### config.mk
export PLATFORM = sky130hd
export DESIGN_NAME = cmo_handler
export DESIGN_NICKNAME = d
export VERILOG_FILES = /design/src/design/cmo_pkg.sv /design/src/design/cache_geom_pkg.sv /design/src/design/cmo_handler.sv /design/src/design/cmo_sequencer.sv /design/src/design/cmo_flush_queue.sv /design/src/design/cmo_walker.sv
export SDC_FILE = /design/constraint.sdc
export NUM_CORES = 1
export LEC_CHECK = 0
export BUFFER_PORTS_ARGS = -buffer_cell sky130_fd_sc_hd__buf_2
export CAP_MARGIN = 20
export CORE_MARGIN = 2
export CORE_UTILIZATION = 41
export CTS_CLUSTER_SIZE = 40
export DETAILED_ROUTE_END_ITERATION = 16
export GPL_ROUTABILITY_DRIVEN = 0
export GPL_TIMING_DRIVEN = 0
export HOLD_SLACK_MARGIN = 0.02
export PLACE_DENSITY = 0.73
export SYNTH_ARGS = -nofsm -noshare
export SYNTH_HDL_FRONTEND = slang
export SYNTH_SLANG_ARGS = --single-unit
### constraint.sdc
create_clock -name clk_i -period 5.19 [get_ports clk_i]
set_input_delay 0.519 -clock clk_i [delete_from_list [all_inputs] [get_ports clk_i]]
set_output_delay 0.519 -clock clk_i [all_outputs]
set_load 0.005 [all_outputs]
### src/design/cmo_pkg.sv
/* Operation codes of the maintenance port and the sequencer states.
   Only four operations exist; flush by line is not supported. */
package cmo_pkg;

    // Request operation code on req_op_i
    typedef enum logic [1:0] {
        CMO_FENCE,
        CMO_INVAL_NLINE,
        CMO_INVAL_ALL,
        CMO_FLUSH_ALL
    } cmo_op_e;

    // Sequencer FSM states
    typedef enum {
        IDLE,
        FENCE_WAIT,
        DRAIN_WAIT,
        INVAL_CHECK,
        INVAL_SET,
        FLUSH_WALK,
        FLUSH_LAST
    } cmo_state_e;

endpackage

### src/design/cache_geom_pkg.sv
/* Fixed geometry of the data cache: 16-bit addresses, 16-byte lines, 16 sets, 4 ways.
   Widths here are not parameters, so changing them means rebuilding every user. */
package cache_geom_pkg;

    // Line offset, set index and tag widths
    localparam int OFFSET_WIDTH = 4;
    localparam int SET_WIDTH    = 4;
    localparam int TAG_WIDTH    = 8;
    localparam int WAYS         = 4;

    // Derived widths
    localparam int NLINE_WIDTH = TAG_WIDTH + SET_WIDTH;
    localparam int ADDR_WIDTH  = NLINE_WIDTH + OFFSET_WIDTH;

    // Byte address, tag on top and offset at the bottom
    typedef logic [ADDR_WIDTH-1:0] addr_t;

    typedef logic [SET_WIDTH-1:0] set_t;

    typedef logic [TAG_WIDTH-1:0] tag_t;

    // Line address is the tag above the set index
    typedef logic [NLINE_WIDTH-1:0] nline_t;

    // One bit per way, one-hot for a single way or all ones for a whole set
    typedef logic [WAYS-1:0] way_vec_t;

endpackage
### src/design/cmo_handler.sv
/* Cache maintenance handler for a write-back cache. NUM_SETS up to 16,
   FLUSH_DEPTH at least 2. */
`timescale 1ns/1ns

module cmo_handler
    import cache_geom_pkg::*;
    import cmo_pkg::*;
#(
    parameter int NUM_SETS    = 16,
    parameter int FLUSH_DEPTH = 3
) (
    input  logic     clk_i,
    input  logic     rst_ni,
    input  logic     req_valid_i,
    output logic     req_ready_o,
    input  cmo_op_e  req_op_i,
    input  addr_t    req_addr_i,
    output logic     req_wait_o,
    input  logic     wbuf_empty_i,
    input  logic     mshr_empty_i,
    input  logic     rtab_empty_i,
    output logic     wbuf_flush_all_o,
    output logic     dir_check_nline_o,
    output set_t     dir_check_nline_set_o,
    output tag_t     dir_check_nline_tag_o,
    input  way_vec_t dir_check_nline_hit_way_i,
    output logic     dir_check_entry_o,
    output set_t     dir_check_entry_set_o,
    output way_vec_t dir_check_entry_way_o,
    input  logic     dir_check_entry_valid_i,
    input  logic     dir_check_entry_dirty_i,
    input  tag_t     dir_check_entry_tag_i,
    output logic     dir_inval_o,
    output set_t     dir_inval_set_o,
    output way_vec_t dir_inval_way_o,
    input  logic     flush_empty_i,
    output logic     flush_alloc_o,
    input  logic     flush_alloc_ready_i,
    output nline_t   flush_alloc_nline_o,
    output way_vec_t flush_alloc_way_o
);

    logic     walk_start;
    logic     walk_step_way;
    logic     walk_step_set;
    set_t     walk_set;
    way_vec_t walk_way;
    logic     walk_set_last;
    logic     walk_way_last;
    logic     q_push;
    nline_t   q_nline;
    way_vec_t q_way;
    logic     q_space;
    logic     q_almost_full;
    logic     q_empty;

    cmo_sequencer sequencer_inst (
        .clk_i                     (clk_i),
        .rst_ni                    (rst_ni),
        .req_valid_i               (req_valid_i),
        .req_ready_o               (req_ready_o),
        .req_op_i                  (req_op_i),
        .req_addr_i                (req_addr_i),
        .req_wait_o                (req_wait_o),
        .wbuf_empty_i              (wbuf_empty_i),
        .mshr_empty_i              (mshr_empty_i),
        .rtab_empty_i              (rtab_empty_i),
        .wbuf_flush_all_o          (wbuf_flush_all_o),
        .dir_check_nline_o         (dir_check_nline_o),
        .dir_check_nline_set_o     (dir_check_nline_set_o),
        .dir_check_nline_tag_o     (dir_check_nline_tag_o),
        .dir_check_nline_hit_way_i (dir_check_nline_hit_way_i),
        .dir_check_entry_o         (dir_check_entry_o),
        .dir_check_entry_set_o     (dir_check_entry_set_o),
        .dir_check_entry_way_o     (dir_check_entry_way_o),
        .dir_check_entry_valid_i   (dir_check_entry_valid_i),
        .dir_check_entry_dirty_i   (dir_check_entry_dirty_i),
        .dir_check_entry_tag_i     (dir_check_entry_tag_i),
        .dir_inval_o               (dir_inval_o),
        .dir_inval_set_o           (dir_inval_set_o),
        .dir_inval_way_o           (dir_inval_way_o),
        .flush_empty_i             (flush_empty_i),
        .walk_start_o              (walk_start),
        .walk_step_way_o           (walk_step_way),
        .walk_step_set_o           (walk_step_set),
        .walk_set_i                (walk_set),
        .walk_way_i                (walk_way),
        .walk_set_last_i           (walk_set_last),
        .walk_way_last_i           (walk_way_last),
        .q_push_o                  (q_push),
        .q_nline_o                 (q_nline),
        .q_way_o                   (q_way),
        .q_space_i                 (q_space),
        .q_almost_full_i           (q_almost_full),
        .q_empty_i                 (q_empty)
    );

    cmo_walker #(
        .NUM_SETS (NUM_SETS)
    ) walker_inst (
        .clk_i      (clk_i),
        .rst_ni     (rst_ni),
        .start_i    (walk_start),
        .step_way_i (walk_step_way),
        .step_set_i (walk_step_set),
        .set_o      (walk_set),
        .way_o      (walk_way),
        .set_last_o (walk_set_last),
        .way_last_o (walk_way_last)
    );

    cmo_flush_queue #(
        .FLUSH_DEPTH (FLUSH_DEPTH)
    ) flush_queue_inst (
        .clk_i         (clk_i),
        .rst_ni        (rst_ni),
        .push_i        (q_push),
        .nline_i       (q_nline),
        .way_i         (q_way),
        .space_o       (q_space),
        .almost_full_o (q_almost_full),
        .valid_o       (flush_alloc_o),
        .ready_i       (flush_alloc_ready_i),
        .nline_o       (flush_alloc_nline_o),
        .way_o         (flush_alloc_way_o),
        .empty_o       (q_empty)
    );

endmodule

### src/design/cmo_sequencer.sv
/* One operation at a time; the directory answers one cycle after each check.
   A new entry check is issued only while the queue keeps two or more free slots. */
`timescale 1ns/1ns

module cmo_sequencer
    import cache_geom_pkg::*;
    import cmo_pkg::*;
(
    input  logic     clk_i,
    input  logic     rst_ni,
    input  logic     req_valid_i,
    output logic     req_ready_o,
    input  cmo_op_e  req_op_i,
    input  addr_t    req_addr_i,
    output logic     req_wait_o,
    input  logic     wbuf_empty_i,
    input  logic     mshr_empty_i,
    input  logic     rtab_empty_i,
    output logic     wbuf_flush_all_o,
    output logic     dir_check_nline_o,
    output set_t     dir_check_nline_set_o,
    output tag_t     dir_check_nline_tag_o,
    input  way_vec_t dir_check_nline_hit_way_i,
    output logic     dir_check_entry_o,
    output set_t     dir_check_entry_set_o,
    output way_vec_t dir_check_entry_way_o,
    input  logic     dir_check_entry_valid_i,
    input  logic     dir_check_entry_dirty_i,
    input  tag_t     dir_check_entry_tag_i,
    output logic     dir_inval_o,
    output set_t     dir_inval_set_o,
    output way_vec_t dir_inval_way_o,
    input  logic     flush_empty_i,
    output logic     walk_start_o,
    output logic     walk_step_way_o,
    output logic     walk_step_set_o,
    input  set_t     walk_set_i,
    input  way_vec_t walk_way_i,
    input  logic     walk_set_last_i,
    input  logic     walk_way_last_i,
    output logic     q_push_o,
    output nline_t   q_nline_o,
    output way_vec_t q_way_o,
    input  logic     q_space_i,
    input  logic     q_almost_full_i,
    input  logic     q_empty_i
);

    cmo_state_e state_q, state_d;
    cmo_op_e    op_q;
    addr_t      addr_q;
    logic       pend_q, pend_d;
    set_t       pend_set_q, pend_set_d;
    way_vec_t   pend_way_q, pend_way_d;
    set_t       addr_set;
    logic       drained;
    logic       issue_ok;

    // First working state of a maintenance operation
    function automatic cmo_state_e first_state(input cmo_op_e op);
        cmo_state_e st;
        case (op)
            CMO_INVAL_NLINE: st = INVAL_CHECK;
            CMO_INVAL_ALL:   st = INVAL_SET;
            default:         st = FLUSH_WALK;
        endcase
        return st;
    endfunction

    assign addr_set = addr_q[OFFSET_WIDTH +: SET_WIDTH];
    assign drained  = mshr_empty_i && rtab_empty_i;
    assign issue_ok = q_space_i && !q_almost_full_i;

    assign req_ready_o = (state_q == IDLE);
    assign req_wait_o  = (state_q == FENCE_WAIT) || (state_q == DRAIN_WAIT);

    assign dir_check_nline_set_o = addr_set;
    assign dir_check_nline_tag_o = addr_q[OFFSET_WIDTH+SET_WIDTH +: TAG_WIDTH];
    assign dir_check_entry_set_o = walk_set_i;
    assign dir_check_entry_way_o = walk_way_i;

    // Queue entry is built from the answer and the check it belongs to
    assign q_nline_o = {dir_check_entry_tag_i, pend_set_q};
    assign q_way_o   = pend_way_q;

    always_comb begin
        state_d           = state_q;
        pend_d            = pend_q;
        pend_set_d        = pend_set_q;
        pend_way_d        = pend_way_q;
        wbuf_flush_all_o  = 1'b0;
        dir_check_nline_o = 1'b0;
        dir_check_entry_o = 1'b0;
        dir_inval_o       = 1'b0;
        dir_inval_set_o   = walk_set_i;
        dir_inval_way_o   = '1;
        walk_start_o      = 1'b0;
        walk_step_way_o   = 1'b0;
        walk_step_set_o   = 1'b0;
        q_push_o          = 1'b0;

        case (state_q)
            IDLE: begin
                if (req_valid_i) begin
                    if (req_op_i == CMO_FENCE) begin
                        wbuf_flush_all_o = rtab_empty_i;
                        if (!(wbuf_empty_i && rtab_empty_i)) begin
                            state_d = FENCE_WAIT;
                        end
                    end else begin
                        walk_start_o = 1'b1;
                        state_d      = drained ? first_state(req_op_i) : DRAIN_WAIT;
                    end
                end
            end
            FENCE_WAIT: begin
                wbuf_flush_all_o = rtab_empty_i;
                if (wbuf_empty_i && rtab_empty_i) begin
                    state_d = IDLE;
                end
            end
            DRAIN_WAIT: begin
                if (drained) begin
                    state_d = first_state(op_q);
                end
            end
            INVAL_CHECK: begin
                dir_check_nline_o = 1'b1;
                state_d           = INVAL_SET;
            end
            INVAL_SET: begin
                if (op_q == CMO_INVAL_NLINE) begin
                    // Hit ways come back from the check of the previous cycle
                    dir_inval_o     = |dir_check_nline_hit_way_i;
                    dir_inval_set_o = addr_set;
                    dir_inval_way_o = dir_check_nline_hit_way_i;
                    state_d         = IDLE;
                end else begin
                    dir_inval_o     = 1'b1;
                    walk_step_set_o = 1'b1;
                    if (walk_set_last_i) begin
                        state_d = IDLE;
                    end
                end
            end
            FLUSH_WALK: begin
                if (pend_q) begin
                    q_push_o = dir_check_entry_valid_i && dir_check_entry_dirty_i;
                end
                pend_d = 1'b0;
                if (issue_ok) begin
                    dir_check_entry_o = 1'b1;
                    pend_d            = 1'b1;
                    pend_set_d        = walk_set_i;
                    pend_way_d        = walk_way_i;
                    walk_step_way_o   = 1'b1;
                    walk_step_set_o   = walk_way_last_i;
                    if (walk_set_last_i && walk_way_last_i) begin
                        state_d = FLUSH_LAST;
                    end
                end
            end
            FLUSH_LAST: begin
                if (pend_q) begin
                    q_push_o = dir_check_entry_valid_i && dir_check_entry_dirty_i;
                end
                pend_d = 1'b0;
                // Done once the queue and the flush controller hold nothing
                if (!pend_q && q_empty_i && flush_empty_i) begin
                    state_d = IDLE;
                end
            end
            default: state_d = IDLE;
        endcase
    end

    always_ff @(posedge clk_i or negedge rst_ni) begin
        if (!rst_ni) begin
            state_q <= IDLE;
            pend_q  <= 1'b0;
        end else begin
            state_q <= state_d;
            pend_q  <= pend_d;
        end
    end

    always_ff @(posedge clk_i) begin
        if (req_valid_i && req_ready_o) begin
            op_q   <= req_op_i;
            addr_q <= req_addr_i;
        end
        pend_set_q <= pend_set_d;
        pend_way_q <= pend_way_d;
    end

endmodule

### src/design/cmo_flush_queue.sv
/* Register FIFO of flush requests, FLUSH_DEPTH of at least 2. A push while full is dropped,
   so the writer must watch space_o and almost_full_o. */
`timescale 1ns/1ns

module cmo_flush_queue
    import cache_geom_pkg::*;
#(
    parameter int FLUSH_DEPTH = 3
) (
    input  logic     clk_i,
    input  logic     rst_ni,
    input  logic     push_i,
    input  nline_t   nline_i,
    input  way_vec_t way_i,
    output logic     space_o,
    output logic     almost_full_o,
    output logic     valid_o,
    input  logic     ready_i,
    output nline_t   nline_o,
    output way_vec_t way_o,
    output logic     empty_o
);

    localparam int PTR_WIDTH = $clog2(FLUSH_DEPTH);
    localparam int CNT_WIDTH = $clog2(FLUSH_DEPTH + 1);

    nline_t                 nline_mem [FLUSH_DEPTH];
    way_vec_t               way_mem   [FLUSH_DEPTH];
    logic [PTR_WIDTH-1:0]   wr_ptr_q;
    logic [PTR_WIDTH-1:0]   rd_ptr_q;
    logic [CNT_WIDTH-1:0]   count_q;
    logic                   do_push;
    logic                   do_pop;

    assign empty_o       = (count_q == '0);
    assign space_o       = (count_q != CNT_WIDTH'(FLUSH_DEPTH));
    assign almost_full_o = (count_q == CNT_WIDTH'(FLUSH_DEPTH - 1));
    assign valid_o       = !empty_o;
    assign nline_o       = nline_mem[rd_ptr_q];
    assign way_o         = way_mem[rd_ptr_q];

    assign do_push = push_i && space_o;
    assign do_pop  = valid_o && ready_i;

    always_ff @(posedge clk_i) begin
        if (do_push) begin
            nline_mem[wr_ptr_q] <= nline_i;
            way_mem[wr_ptr_q]   <= way_i;
        end
    end

    // Pointers wrap by compare since the depth need not be a power of two
    always_ff @(posedge clk_i or negedge rst_ni) begin
        if (!rst_ni) begin
            wr_ptr_q <= '0;
            rd_ptr_q <= '0;
            count_q  <= '0;
        end else begin
            if (do_push) begin
                wr_ptr_q <= (wr_ptr_q == PTR_WIDTH'(FLUSH_DEPTH - 1)) ? '0 : wr_ptr_q + 1'b1;
            end
            if (do_pop) begin
                rd_ptr_q <= (rd_ptr_q == PTR_WIDTH'(FLUSH_DEPTH - 1)) ? '0 : rd_ptr_q + 1'b1;
            end
            if (do_push && !do_pop) begin
                count_q <= count_q + 1'b1;
            end else if (do_pop && !do_push) begin
                count_q <= count_q - 1'b1;
            end
        end
    end

endmodule

### src/design/cmo_walker.sv
/* Directory walk position. NUM_SETS must not exceed 16, the range of set_t.
   Start has priority over the step inputs. */
`timescale 1ns/1ns

module cmo_walker
    import cache_geom_pkg::*;
#(
    parameter int NUM_SETS = 16
) (
    input  logic     clk_i,
    input  logic     rst_ni,
    input  logic     start_i,
    input  logic     step_way_i,
    input  logic     step_set_i,
    output set_t     set_o,
    output way_vec_t way_o,
    output logic     set_last_o,
    output logic     way_last_o
);

    set_t     set_q;
    way_vec_t way_q;

    assign set_last_o = (set_q == set_t'(NUM_SETS - 1));
    assign way_last_o = way_q[WAYS-1];
    assign set_o      = set_q;
    assign way_o      = way_q;

    always_ff @(posedge clk_i or negedge rst_ni) begin
        if (!rst_ni) begin
            set_q <= '0;
            way_q <= way_vec_t'(1);
        end else if (start_i) begin
            set_q <= '0;
            way_q <= way_vec_t'(1);
        end else begin
            // Way pointer rotates, so way 0 follows the last way
            if (step_way_i) begin
                way_q <= {way_q[WAYS-2:0], way_q[WAYS-1]};
            end
            if (step_set_i) begin
                set_q <= set_last_o ? '0 : set_q + set_t'(1);
            end
        end
    end

endmodule

==> impl_metrics.toml, run 1 <==
[cells_and_area]
antenna_cells = 0
drive_gt1_share_pct = 34.83
fill_cell_total_of_the_finished_layout = 779
final_util_pct = 51.27
area_delta_synth_final_pct = 22.55
postLayoutCellArea_um2 = 4405
layout.nets = 393
final-instance-count-excl-fill = 464

[run_status]
outcome = "completed"

[setup_path]
crit_path_max_fanout = 13
max_stage_delay_ps = 890
timing.critical_path.arrival_ps = 2320
worstSetupPathType = "flop to primary output"
critical_path_data_required_time_ps = 4670
worst_path_max_delay_cell = "nor3b_2"
timing.critical_path.cells = "clkbuf_1, nor3b_2, buf_2"
crit_path_end_kind = "primary output"
critPathLaunchType = "flop"

[clock_network]
cts-root-buf = "clkbuf_8"
clock_tree.htree_level_count = 3
number_of_cts_inserted_buffers = 9
clk_pin_slew_worst_paths_ps = 80
cts_tree = "done"
postCtsHoldBufs = 0
postCtsResizedCells = 0
cts.sinks = 88
worst_skew_pair.late_latency_ps = 350
post-cts-setup-buffer-count = 0
cts_buffer_depth = 2

[yosys]
ys_seq_elements = 88
post_synthesis_compound_gate_area_fraction_pct = 7.205
fraction_of_synthesis_flops_using_an_asynchronous_set_or_reset_pin_pct = 20.45
dominant_combinational_cell_family_by_area_after_synthesis = "simple AND/OR/NAND/NOR gates"
netlist_instances = 251
most_used_dff_post_synth = "edfxtp_1"
synth.top_cells.by_area = "edfxtp_1 58%, dfrtp_1 12%, mux2i_1 6.1%"
synth_top_cell_area_share_pct = 58.48
synth_area_um2 = 3595
yosys.area_share.xor_xnor_pct = 0.9746
synth_area_per_cell_um2 = 14.32
synth_top_area_cell = "edfxtp_1"
synth.yosys.seq_area_share_pct = 71.04
syn_nets = 293
synth_edf_count = 70
yosysWarnings = 0
synth.area.mux_share_pct = 8.319
yosys.area_share.adder_pct = 0.6961
yosys.area_share.simple_pct = 10.27
synthDistinctLibCells = 44

[drt]
route.final.wire_length_um = 7041
route.detailed.vias_per_inst = 5.073
num_vias = 2354
postRouteAntennaNets = 0
detailedRoute.firstIterationViolations = 91
dr.pass1.iters = 4
remaining_drc_errors = 0
wire_length_per_cell_after_detailed_routing_um = 15.17

[timing]
worst_slack_ps = 2352
timing.fmax_mhz = 352.4
report.final.setup_viol = 0
fin_setup_tns_ps = 0
max-slew-margin-rel_pct = 33.00
hold_ws_ps = 96.25
rsz0062_at_grt = "false"
final.min_clock_period_ps = 2838
report.final.slew_viol_count = 0
finClkSkew_ps = 6.380
measured_slew_at_the_worst_slew_check_pin_ps = 1001
timing.final.crit_share_pct = 54.68
timing_hold_violations_final = 0

[grt]
grt_pass1_wl_um = 11450
track_usage_pct = 15.31
pin_count_of_the_biggest_net_entering_global_routing = 19
first_global_vias = 2337
grt_residual_overflow = 0
antenna_found_initial = 0

[floorplan]
core.rowCount = 34
fp.dieArea_um2 = 9533
initial_utilization_pct = 41.83
die_h_um = 97.64
i_o_pin_cnt = 91
die_x_um = 97.64
core_area_um2 = 8593

[place]
dp_hpwl_um = 5076
place_inst = 448
buffer_ports.inserted = 86
dp_slack_ps = 2678
post_dp_cell_area_um2 = 4209

[pwr]
p_leak_nw = 1.774
report.power.total_mw = 1.966
power-per-cell-area_nw_per_um2 = 446.2
vdd_ir_drop_max_v = 0.0002405

[hold_path]
hold_path.class = "input pin to asynchronous set/reset pin"

[flow_run]
count_of_max_cap_constraint_violations = 0
==> cell type report <==
type / count / area (um^2) / area share (%)
clock inverters: 7 / 72.57 / 1.647
multi-input cells: 150 / 1002 / 22.75
inverters: 4 / 15.01 / 0.3408
flip-flops and latches: 88 / 2554 / 57.97
well taps: 108 / 135.1 / 3.067
clock buffers: 9 / 123.9 / 2.812
repair buffers: 89 / 464.2 / 10.54
plain buffers: 9 / 38.79 / 0.8804
==> layer usage <==
metal	vias up	track usage (%)	share of wire [%]
met2	101	24.46	47
li1	1133	-	-
met4	0	5.235	1.2
met1	1114	19.09	44
met5	-	0	0
met3	6	6.043	8.6
==> report_power, final <==
group	leakage [nW]	internal, mW	total [mW]	switching (mW)
clock network	0.0968	0.222	0.461	0.239
logic	0.810	0.264	0.577	0.313
registers	0.868	0.852	0.928	0.0752
total	1.77	1.34	1.97	0.627
==> registers in the layout, indices dropped and copies added, names as in the netlist <==
signal                      flops
flush_queue_inst.nline_mem     36
sequencer_inst.state_q          3
sequencer_inst.q_way_o          4
sequencer_inst.addr_q          12
walker_inst.set_o               4
sequencer_inst.pend_q           1
walker_inst.way_o               4
flush_queue_inst.rd_ptr_q       2
flush_queue_inst.wr_ptr_q       2
flush_queue_inst.way_mem       12
sequencer_inst.op_q             2
sequencer_inst.pend_set_q       4
flush_queue_inst.count_q        2
==> final timing paths <==
kind / from / end / slack, ps / cells after the start
worst max-delay path: sequencer_inst.state_q[0]$_DFFE_PN0P_ / dir_check_entry_o / 2350 / 3
worst min-delay path: rst_ni / sequencer_inst.state_q[0]$_DFFE_PN0P_ / 100 / 1
worst max register to register: sequencer_inst.state_q[2]$_DFFE_PN0P_ / flush_queue_inst.way_mem[2][1]$_DFFE_PP_ / 2710 / 5
worst min register to register: sequencer_inst.q_way_o[0]$_DFFE_PP_ / flush_queue_inst.way_mem[2][0]$_DFFE_PP_ / 470 / 0
max in group asynchronous: rst_ni / walker_inst.way_o[0]$_DFFE_PN1P_ / 4760 / 1
min in group clk_i: req_addr_i[4] / sequencer_inst.addr_q[4]$_DFFE_PP_ / 340 / 1
==> critical path, delay by kind of cell (launching register included) <==
kind	cells	cell delay [ps]
AND/OR/NAND/NOR	1	890
buffers and inverters	2	640
flip-flops	1	440
==> cells in the final DEF (no fill, tap or decap), types with 4 or more instances in the layout <==
cell type,netlist,routed
clkbuf_1,5,5
a22o_1,4,4
edfxtp_1,70,70
a21oi_1,4,4
dfrtp_1,17,17
or2_2,4,4
mux2_2,5,5
clkbuf_8,0,9
mux2i_1,22,22
buf_2,1,87
nor2_1,18,18
nor2b_1,4,4
o21ai_0,20,20
inv_1,4,4
nand2_1,30,30
==> synth_stat cells, types with 2 or more instances <==
cell,number
or3_1,2
nand2_1,30
inv_1,4
edfxtp_1,70
buf_1,2
xor2_1,3
o21ai_0,20
mux2_1,2
mux2_2,5
clkbuf_1,5
nor2_1,18
nor3b_1,3
nor2b_1,4
a311oi_1,2
nor3_1,3
ha_1,2
nand2b_1,2
dfrtp_1,17
mux2i_1,22
a21oi_1,4
or2_2,4
a21o_1,2
a22o_1,4
==> logic make-up (layout without fill, tap and decap cells) <==
group / after synthesis / in the layout
mux: 29 / 29
flops: 88 / 88
compound gates: 40 / 40
simple gates: 75 / 75
xor+xnor: 4 / 4
fa+ha+maj: 2 / 2
buf+inv: 13 / 118
No activity file was read; power rests on OpenSTA's default activity.
==> inputs of run 2 (changes only) <==
--- a/config.mk
+++ b/config.mk
@@ -5,6 +5,7 @@
 export SDC_FILE = /design/constraint.sdc
 export NUM_CORES = 1
 export LEC_CHECK = 0
+export ABC_AREA = 1
 export BUFFER_PORTS_ARGS = -buffer_cell sky130_fd_sc_hd__buf_2
 export CAP_MARGIN = 20
 export CORE_MARGIN = 2
==> constraint.sdc (replaced) <==
create_clock -name clk_i -period 2.8 [get_ports clk_i]
set_input_delay 0.28 -clock clk_i [delete_from_list [all_inputs] [get_ports clk_i]]
set_output_delay 0.28 -clock clk_i [all_outputs]
set_load 0.005 [all_outputs]
==> run 2 against run 1 <==
- die area rose by 1.4%
- sequential cell count did not move
- sequential power up 83%
- non-clock buffer count decreased by 3
- cell area up 0.97%
- hold slack lost 6.4 ps
- clock power increased by 100%
- core utilization about the same
- global-route usage up 0.64 points
- worst setup slack lost 1900 ps
==> impl_metrics.toml, run 2 <==
[cells_and_area]
largest-register = "flush_queue_inst.nline_mem"
largest_reg_flops = 36
drive_gt1_share_pct = 31.91
area_delta_synth_final_pct = 22.00
postLayoutCellArea_um2 = 4448
largestRegisters = "flush_queue_inst.nline_mem: 36 flops, flush_queue_inst.way_mem: 12 flops, sequencer_inst.addr_q: 12 flops"
layout.nets = 460
final-instance-count-excl-fill = 531
antenna_cells = 0
mostFrequentLayoutCell = "nand2_1"
final_cell_mix = "98 x nand2_1, 90 x buf_2, 70 x edfxtp_1"

[timing]
report.final.setup_viol = 0
timing_hold_violations_final = 0
report.final.slew_viol_count = 0
fin_setup_tns_ps = 0
max-slew-margin-rel_pct = 52.02
rsz0062_at_grt = "false"
final.min_clock_period_ps = 2308
timing.final.crit_share_pct = 82.44
worst_slack_ps = 491.6
finClkSkew_ps = 7.334
measured_slew_at_the_worst_slew_check_pin_ps = 718.9
timing.fmax_mhz = 433.2

[drt]
wirelength_met1_um = 3165
dr_wl_met3_um = 491
postRouteAntennaNets = 0
detailedRoute.firstIterationViolations = 98
num_vias = 2570
top_layer_used = "met4"
dr.pass1.iters = 4
remaining_drc_errors = 0
route.detailed.vias_per_inst = 4.840
route.final.wire_length_um = 7400
wire_length_per_cell_after_detailed_routing_um = 13.94
met2RoutedLength_um = 3654

[place]
post_dp_cell_area_um2 = 4228
dp_hpwl_um = 5311
place_inst = 514
buffer_ports.inserted = 86
dp_slack_ps = 666.7

[yosys]
most_used_dff_post_synth = "edfxtp_1"
synth_edf_count = 70
synth.yosys.seq_area_share_pct = 70.04
leading_cell_type_by_number_of_instances_after_synthesis = "nand2_1"
synth.top_cells.by_area = "edfxtp_1 58%, dfrtp_1 12%, nand2_1 10%"
fraction_of_synthesis_flops_using_an_asynchronous_set_or_reset_pin_pct = 20.45
synth_area_um2 = 3646
synth_top_cell_area_share_pct = 57.65
ys_seq_elements = 88
synth_area_per_cell_um2 = 11.43
synth_top_area_cell = "edfxtp_1"
syn_nets = 361
synthTopCellsByCount = "98 x nand2_1, 70 x edfxtp_1, 31 x nand3_1"
netlist_instances = 319
synthDistinctLibCells = 32
yosysWarnings = 0

[setup_path]
timing.critical_path.cells = "buf_2, nor2_1, buf_2, nand2_1, nand3_1, buf_2"
crit_top_cell = "buf_2"
worstSetupPathType = "flop to primary output"
crit_path_end_kind = "primary output"
critical_path_data_required_time_ps = 2520
timing.critical_path.arrival_ps = 2030
max_stage_delay_ps = 490
worst_path_max_delay_cell = "nor2_1"
crit_path_max_fanout = 10
critPathLaunchType = "flop"

[clock_network]
cts-root-buf = "clkbuf_8"
cts.sinks = 88
clk_pin_slew_worst_paths_ps = 100
worst_skew_pair.late_latency_ps = 360
number_of_cts_inserted_buffers = 9
clock_tree.htree_level_count = 3
cts_tree = "done"
cts_buffer_depth = 2

[floorplan]
die_h_um = 98.30
core.rowCount = 34
die_x_um = 98.30
initial_utilization_pct = 42.01
fp.dieArea_um2 = 9663
core_area_um2 = 8678
i_o_pin_cnt = 91

[grt]
pin_count_of_the_biggest_net_entering_global_routing = 19
grt_pass1_wl_um = 11990
antenna_found_initial = 0
first_global_vias = 2508
track_usage_pct = 15.95
grt_residual_overflow = 0

[hold_path]
hold_path.class = "input pin to flop"

[pwr]
p_leak_nw = 1.942
vdd_ir_drop_max_v = 0.0003862
power-per-cell-area_nw_per_um2 = 868.7

[run_status]
outcome = "completed"

[flow_run]
count_of_max_cap_constraint_violations = 0
-- run 2: cell count changes after synthesis, sizes merged, moves of 5 or more --
cell   change
mux2       -6
o21ai     -12
nand3     +31
inv       +26
nand2     +73
nand4      +5
mux2i     -22
-- run 2: metrics by stage --
stage / utilization [%] / power [mW] / hold slack [ps]
floorplan: - / 2.485 / -15.59
global placement: 48.53 / 2.942 / 223.1
detailed placement: 48.72 / 2.982 / 226.5
CTS: 51.25 / 3.909 / 75.31
global route: 51.25 / 4.117 / 71.74
finish: 51.25 / 3.864 / 89.84
-- run 2: worst max-delay path, delay by kind of cell, from the launching register on --
| family | cells | cell delay, ps |
|---|---|---|
| DFF | 1 | 360 |
| buffers and inverters | 3 | 650 |
| and+or+nand+nor | 3 | 650 |
-- run 2: what timing repair did --
| item | 4_1_cts | 5_1_grt |
|---|---|---|
| buffers inserted | 0 | 0 |
| resized for setup | 0 | 0 |
| hold endpoints to repair | 17 | 0 |
| hold buffers | 1 | 0 |
-- run 2: path summary, 6_finish.rpt --
check	from	cells after the start	slack (ps)	end
max in group asynchronous	rst_ni	2	2100	walker_inst.way_o[0]$_DFFE_PN1P_
max reg2reg	sequencer_inst.state_q[1]$_DFFE_PN0P_	8	690	flush_queue_inst.nline_mem[1][3]$_DFFE_PP_
min	req_addr_i[6]	1	90	sequencer_inst.addr_q[6]$_DFFE_PP_
max	flush_queue_inst.rd_ptr_q[1]$_DFFE_PN0P_	6	490	flush_alloc_nline_o[0]
min reg2reg	sequencer_inst.q_way_o[3]$_DFFE_PP_	0	480	flush_queue_inst.way_mem[0][3]$_DFFE_PP_
min in group asynchronous	rst_ni	2	370	flush_queue_inst.rd_ptr_q[1]$_DFFE_PN0P_
-- run 2: layer usage --
layer,GRT usage [%],vias to the layer above
li1,-,1282
met1,19.35,1193
met2,26.90,87
met3,6.013,8
met4,4.320,0
met5,0,-
-- run 2: area by class of cell --
cell class	count	area, um^2
buffer	7	38.79
clock buffer	9	123.9
clock inverter	7	86.33
fill	809	4230
inverter	30	112.6
multi-input combinational	194	945.9
sequential	88	2554
tap	108	135.1
timing repair buffer	88	451.7
-- run 2: logic make-up after synthesis --
family          after synthesis  share of synthesized area, %
xor+xnor                      3                        0.7208
mux                           1                        0.3088
buf+inv                      37                         4.152
compound gates               21                         3.466
flops                        88                         70.04
fa+ha+maj                     2                        0.6862
simple gates                167                         20.62
-- run 2: power breakdown --
part / internal (mW) / switching [mW]
registers: 1.58 / 0.116
clock network: 0.433 / 0.490
logic: 0.476 / 0.766
total: 2.49 / 1.37
==> inputs of run 3 (changes only) <==
==> constraint.sdc (replaced) <==
create_clock -name clk_i -period 2.3 [get_ports clk_i]
set_input_delay 0.23 -clock clk_i [delete_from_list [all_inputs] [get_ports clk_i]]
set_output_delay 0.23 -clock clk_i [all_outputs]
set_load 0.005 [all_outputs]
==> run 3 against run 2 <==
- global-route usage about the same
- largest cell class unchanged
- critical endpoint is now flush_queue_inst.way_mem[2][2]$_DFFE_PP_
- total power grew 21%
- non-clock buffer count is 1 higher
- clock skew is 3.7 ps higher
- sequential cell count is the same
- sequential power is 22% higher
- combinational power is 22% higher
- cell area grew 0.34%
- clock power increased by 19%
==> impl_metrics.toml, run 3 (synthesized netlist as in run 2, its figures left out) <==
[clock_network]
cts.sinks = 88
clk_pin_slew_worst_paths_ps = 90
worst_skew_pair.late_latency_ps = 350
cts-root-buf = "clkbuf_8"
cts_buffer_depth = 2
clock_tree.htree_level_count = 3
cts_tree = "done"
number_of_cts_inserted_buffers = 9

[cells_and_area]
final_util_pct = 51.43
multi_input_comb_area_um2 = 948.4
final_cell_mix = "98 x nand2_1, 90 x buf_2, 70 x edfxtp_1"
final-seq-area_um2 = 2554
largestRegisters = "flush_queue_inst.nline_mem: 36 flops, flush_queue_inst.way_mem: 12 flops, sequencer_inst.addr_q: 12 flops"
area_delta_synth_final_pct = 22.41
layout.nets = 461
drive_gt1_share_pct = 32.78
mostFrequentLayoutCell = "nand2_1"
fill_cell_total_of_the_finished_layout = 785
largest-register = "flush_queue_inst.nline_mem"
largest_reg_flops = 36
antenna_cells = 0

[timing]
final.min_clock_period_ps = 2057
report.final.slew_viol_count = 0
finClkSkew_ps = 10.98
max-slew-margin-rel_pct = 64.07
timing_hold_violations_final = 0
rsz0062_at_grt = "false"
timing.fmax_mhz = 486.1
timing.final.crit_share_pct = 89.44
measured_slew_at_the_worst_slew_check_pin_ps = 536.0
worst_slack_ps = 242.9
report.final.setup_viol = 0
hold_ws_ps = 45.93

[setup_path]
crit_top_cell = "buf_4"
critical_path.reg2reg.startpoint = "sequencer_inst.state_q[1]$_DFFE_PN0P_"
critical_path_data_required_time_ps = 2350
worstSetupPathType = "flop to flop"
timing.critical_path.cells = "buf_4, inv_1, nand2_2, a21oi_1, nand2_1, nor3_2, buf_4"
rr_endpoint = "flush_queue_inst.way_mem[2][2]$_DFFE_PP_"
max_stage_delay_ps = 430
crit_path_max_fanout = 11
worst_path_max_delay_cell = "nor3_2"
ff2ff_setup_slack_ps = 240
timing.critical_path.from = "sequencer_inst.state_q[1]$_DFFE_PN0P_"
timing.critical_path.arrival_ps = 2110
critPathLaunchType = "flop"
rr_worst_depth = 7
crit_path_end_kind = "flop"

[floorplan]
core.rowCount = 34
i_o_pin_cnt = 91
initial_utilization_pct = 42.01
fp.dieArea_um2 = 9663
core_area_um2 = 8678
die_h_um = 98.30
die_x_um = 98.30

[grt]
first_global_vias = 2594
antenna_found_initial = 0
grt_pass1_wl_um = 12150
grt_residual_overflow = 0
track_usage_pct = 15.93
pin_count_of_the_biggest_net_entering_global_routing = 19

[hold_path]
min-delay-start = "req_addr_i[15]"
hold_path.class = "input pin to flop"
timing.hold.worst_endpoint = "sequencer_inst.addr_q[15]$_DFFE_PP_"
whs_path_cells = 1

[drt]
num_vias = 2596
dr.pass1.iters = 4
route.final.wire_length_um = 7336
route.detailed.vias_per_inst = 4.880
postRouteAntennaNets = 0
detailedRoute.firstIterationViolations = 156
wire_length_per_cell_after_detailed_routing_um = 13.79
remaining_drc_errors = 0

[flow_run]
count_of_max_cap_constraint_violations = 0

[place]
dp_slack_ps = 211.0
buffer_ports.inserted = 86
dp_hpwl_um = 5356

[pwr]
vdd_ir_drop_max_v = 0.0004901
p_leak_nw = 1.921
power-per-cell-area_nw_per_um2 = 1050

[run_status]
outcome = "completed"
[run 3: metal layers]
layer,GRT usage [%],wire (um)
met1,18.79,3044
met5,0,0
met3,5.798,612
met2,27.52,3642
met4,4.426,36
[run 3: worst max-delay path: cells and delay by family, from the launching register on]
kind                   cells  cell delay (ps)
AND/OR/NAND/NOR            3              630
buffers and inverters      3              560
flip-flops                 1              370
AO/OA/AOI/OAI              1              210
[run 3: how the worst max path moves through the flow]
stage                                                   to  depth (start not counted)
3_3_place_gp   flush_queue_inst.nline_mem[2][10]$_DFFE_PP_                          6
5_1_grt           flush_queue_inst.way_mem[2][2]$_DFFE_PP_                          7
4_1_cts                             flush_alloc_nline_o[1]                          6
2_1_floorplan   flush_queue_inst.nline_mem[2][0]$_DFFE_PP_                          6
6_report          flush_queue_inst.way_mem[2][2]$_DFFE_PP_                          7
3_5_place_dp    flush_queue_inst.nline_mem[1][5]$_DFFE_PP_                          8
[run 3: layout make-up]
| type | instances | area share (%) |
|---|---|---|
| Tap cell | 108 | 3.028 |
| Inverter | 30 | 2.691 |
| Multi-Input combinational cell | 194 | 21.25 |
| Timing Repair Buffer | 89 | 10.20 |
| Clock inverter | 7 | 1.962 |
| Sequential cell | 88 | 57.22 |
| Clock buffer | 9 | 2.775 |
| Buffer | 7 | 0.8691 |
[run 3: timing repair]
| item | CTS | global route |
|---|---|---|
| hold endpoints to repair | 17 | 0 |
| setup buffers | 0 | 1 |
| hold buffers | 1 | 0 |
| setup endpoints to repair | 0 | 29 |
| gates resized for setup | 0 | 3 |
[run 3: where the power goes]
group	switching (mW)	leakage [nW]	total, mW	internal (mW)
Combinational	0.923	0.962	1.51	0.591
Clock	0.577	0.0996	1.10	0.522
Sequential	0.144	0.860	2.07	1.93
[run 3: through the flow]
step	power, mW	TNS (ps)	instances	instance area [um^2]
after floorplan	3.028	0	319	3651
after global placement	3.579	-1826	513	4217
after detailed placement	3.629	0	514	4224
after CTS	4.729	0	531	4446
after global routing	5.019	0	532	4463
final	4.684	0	532	4463
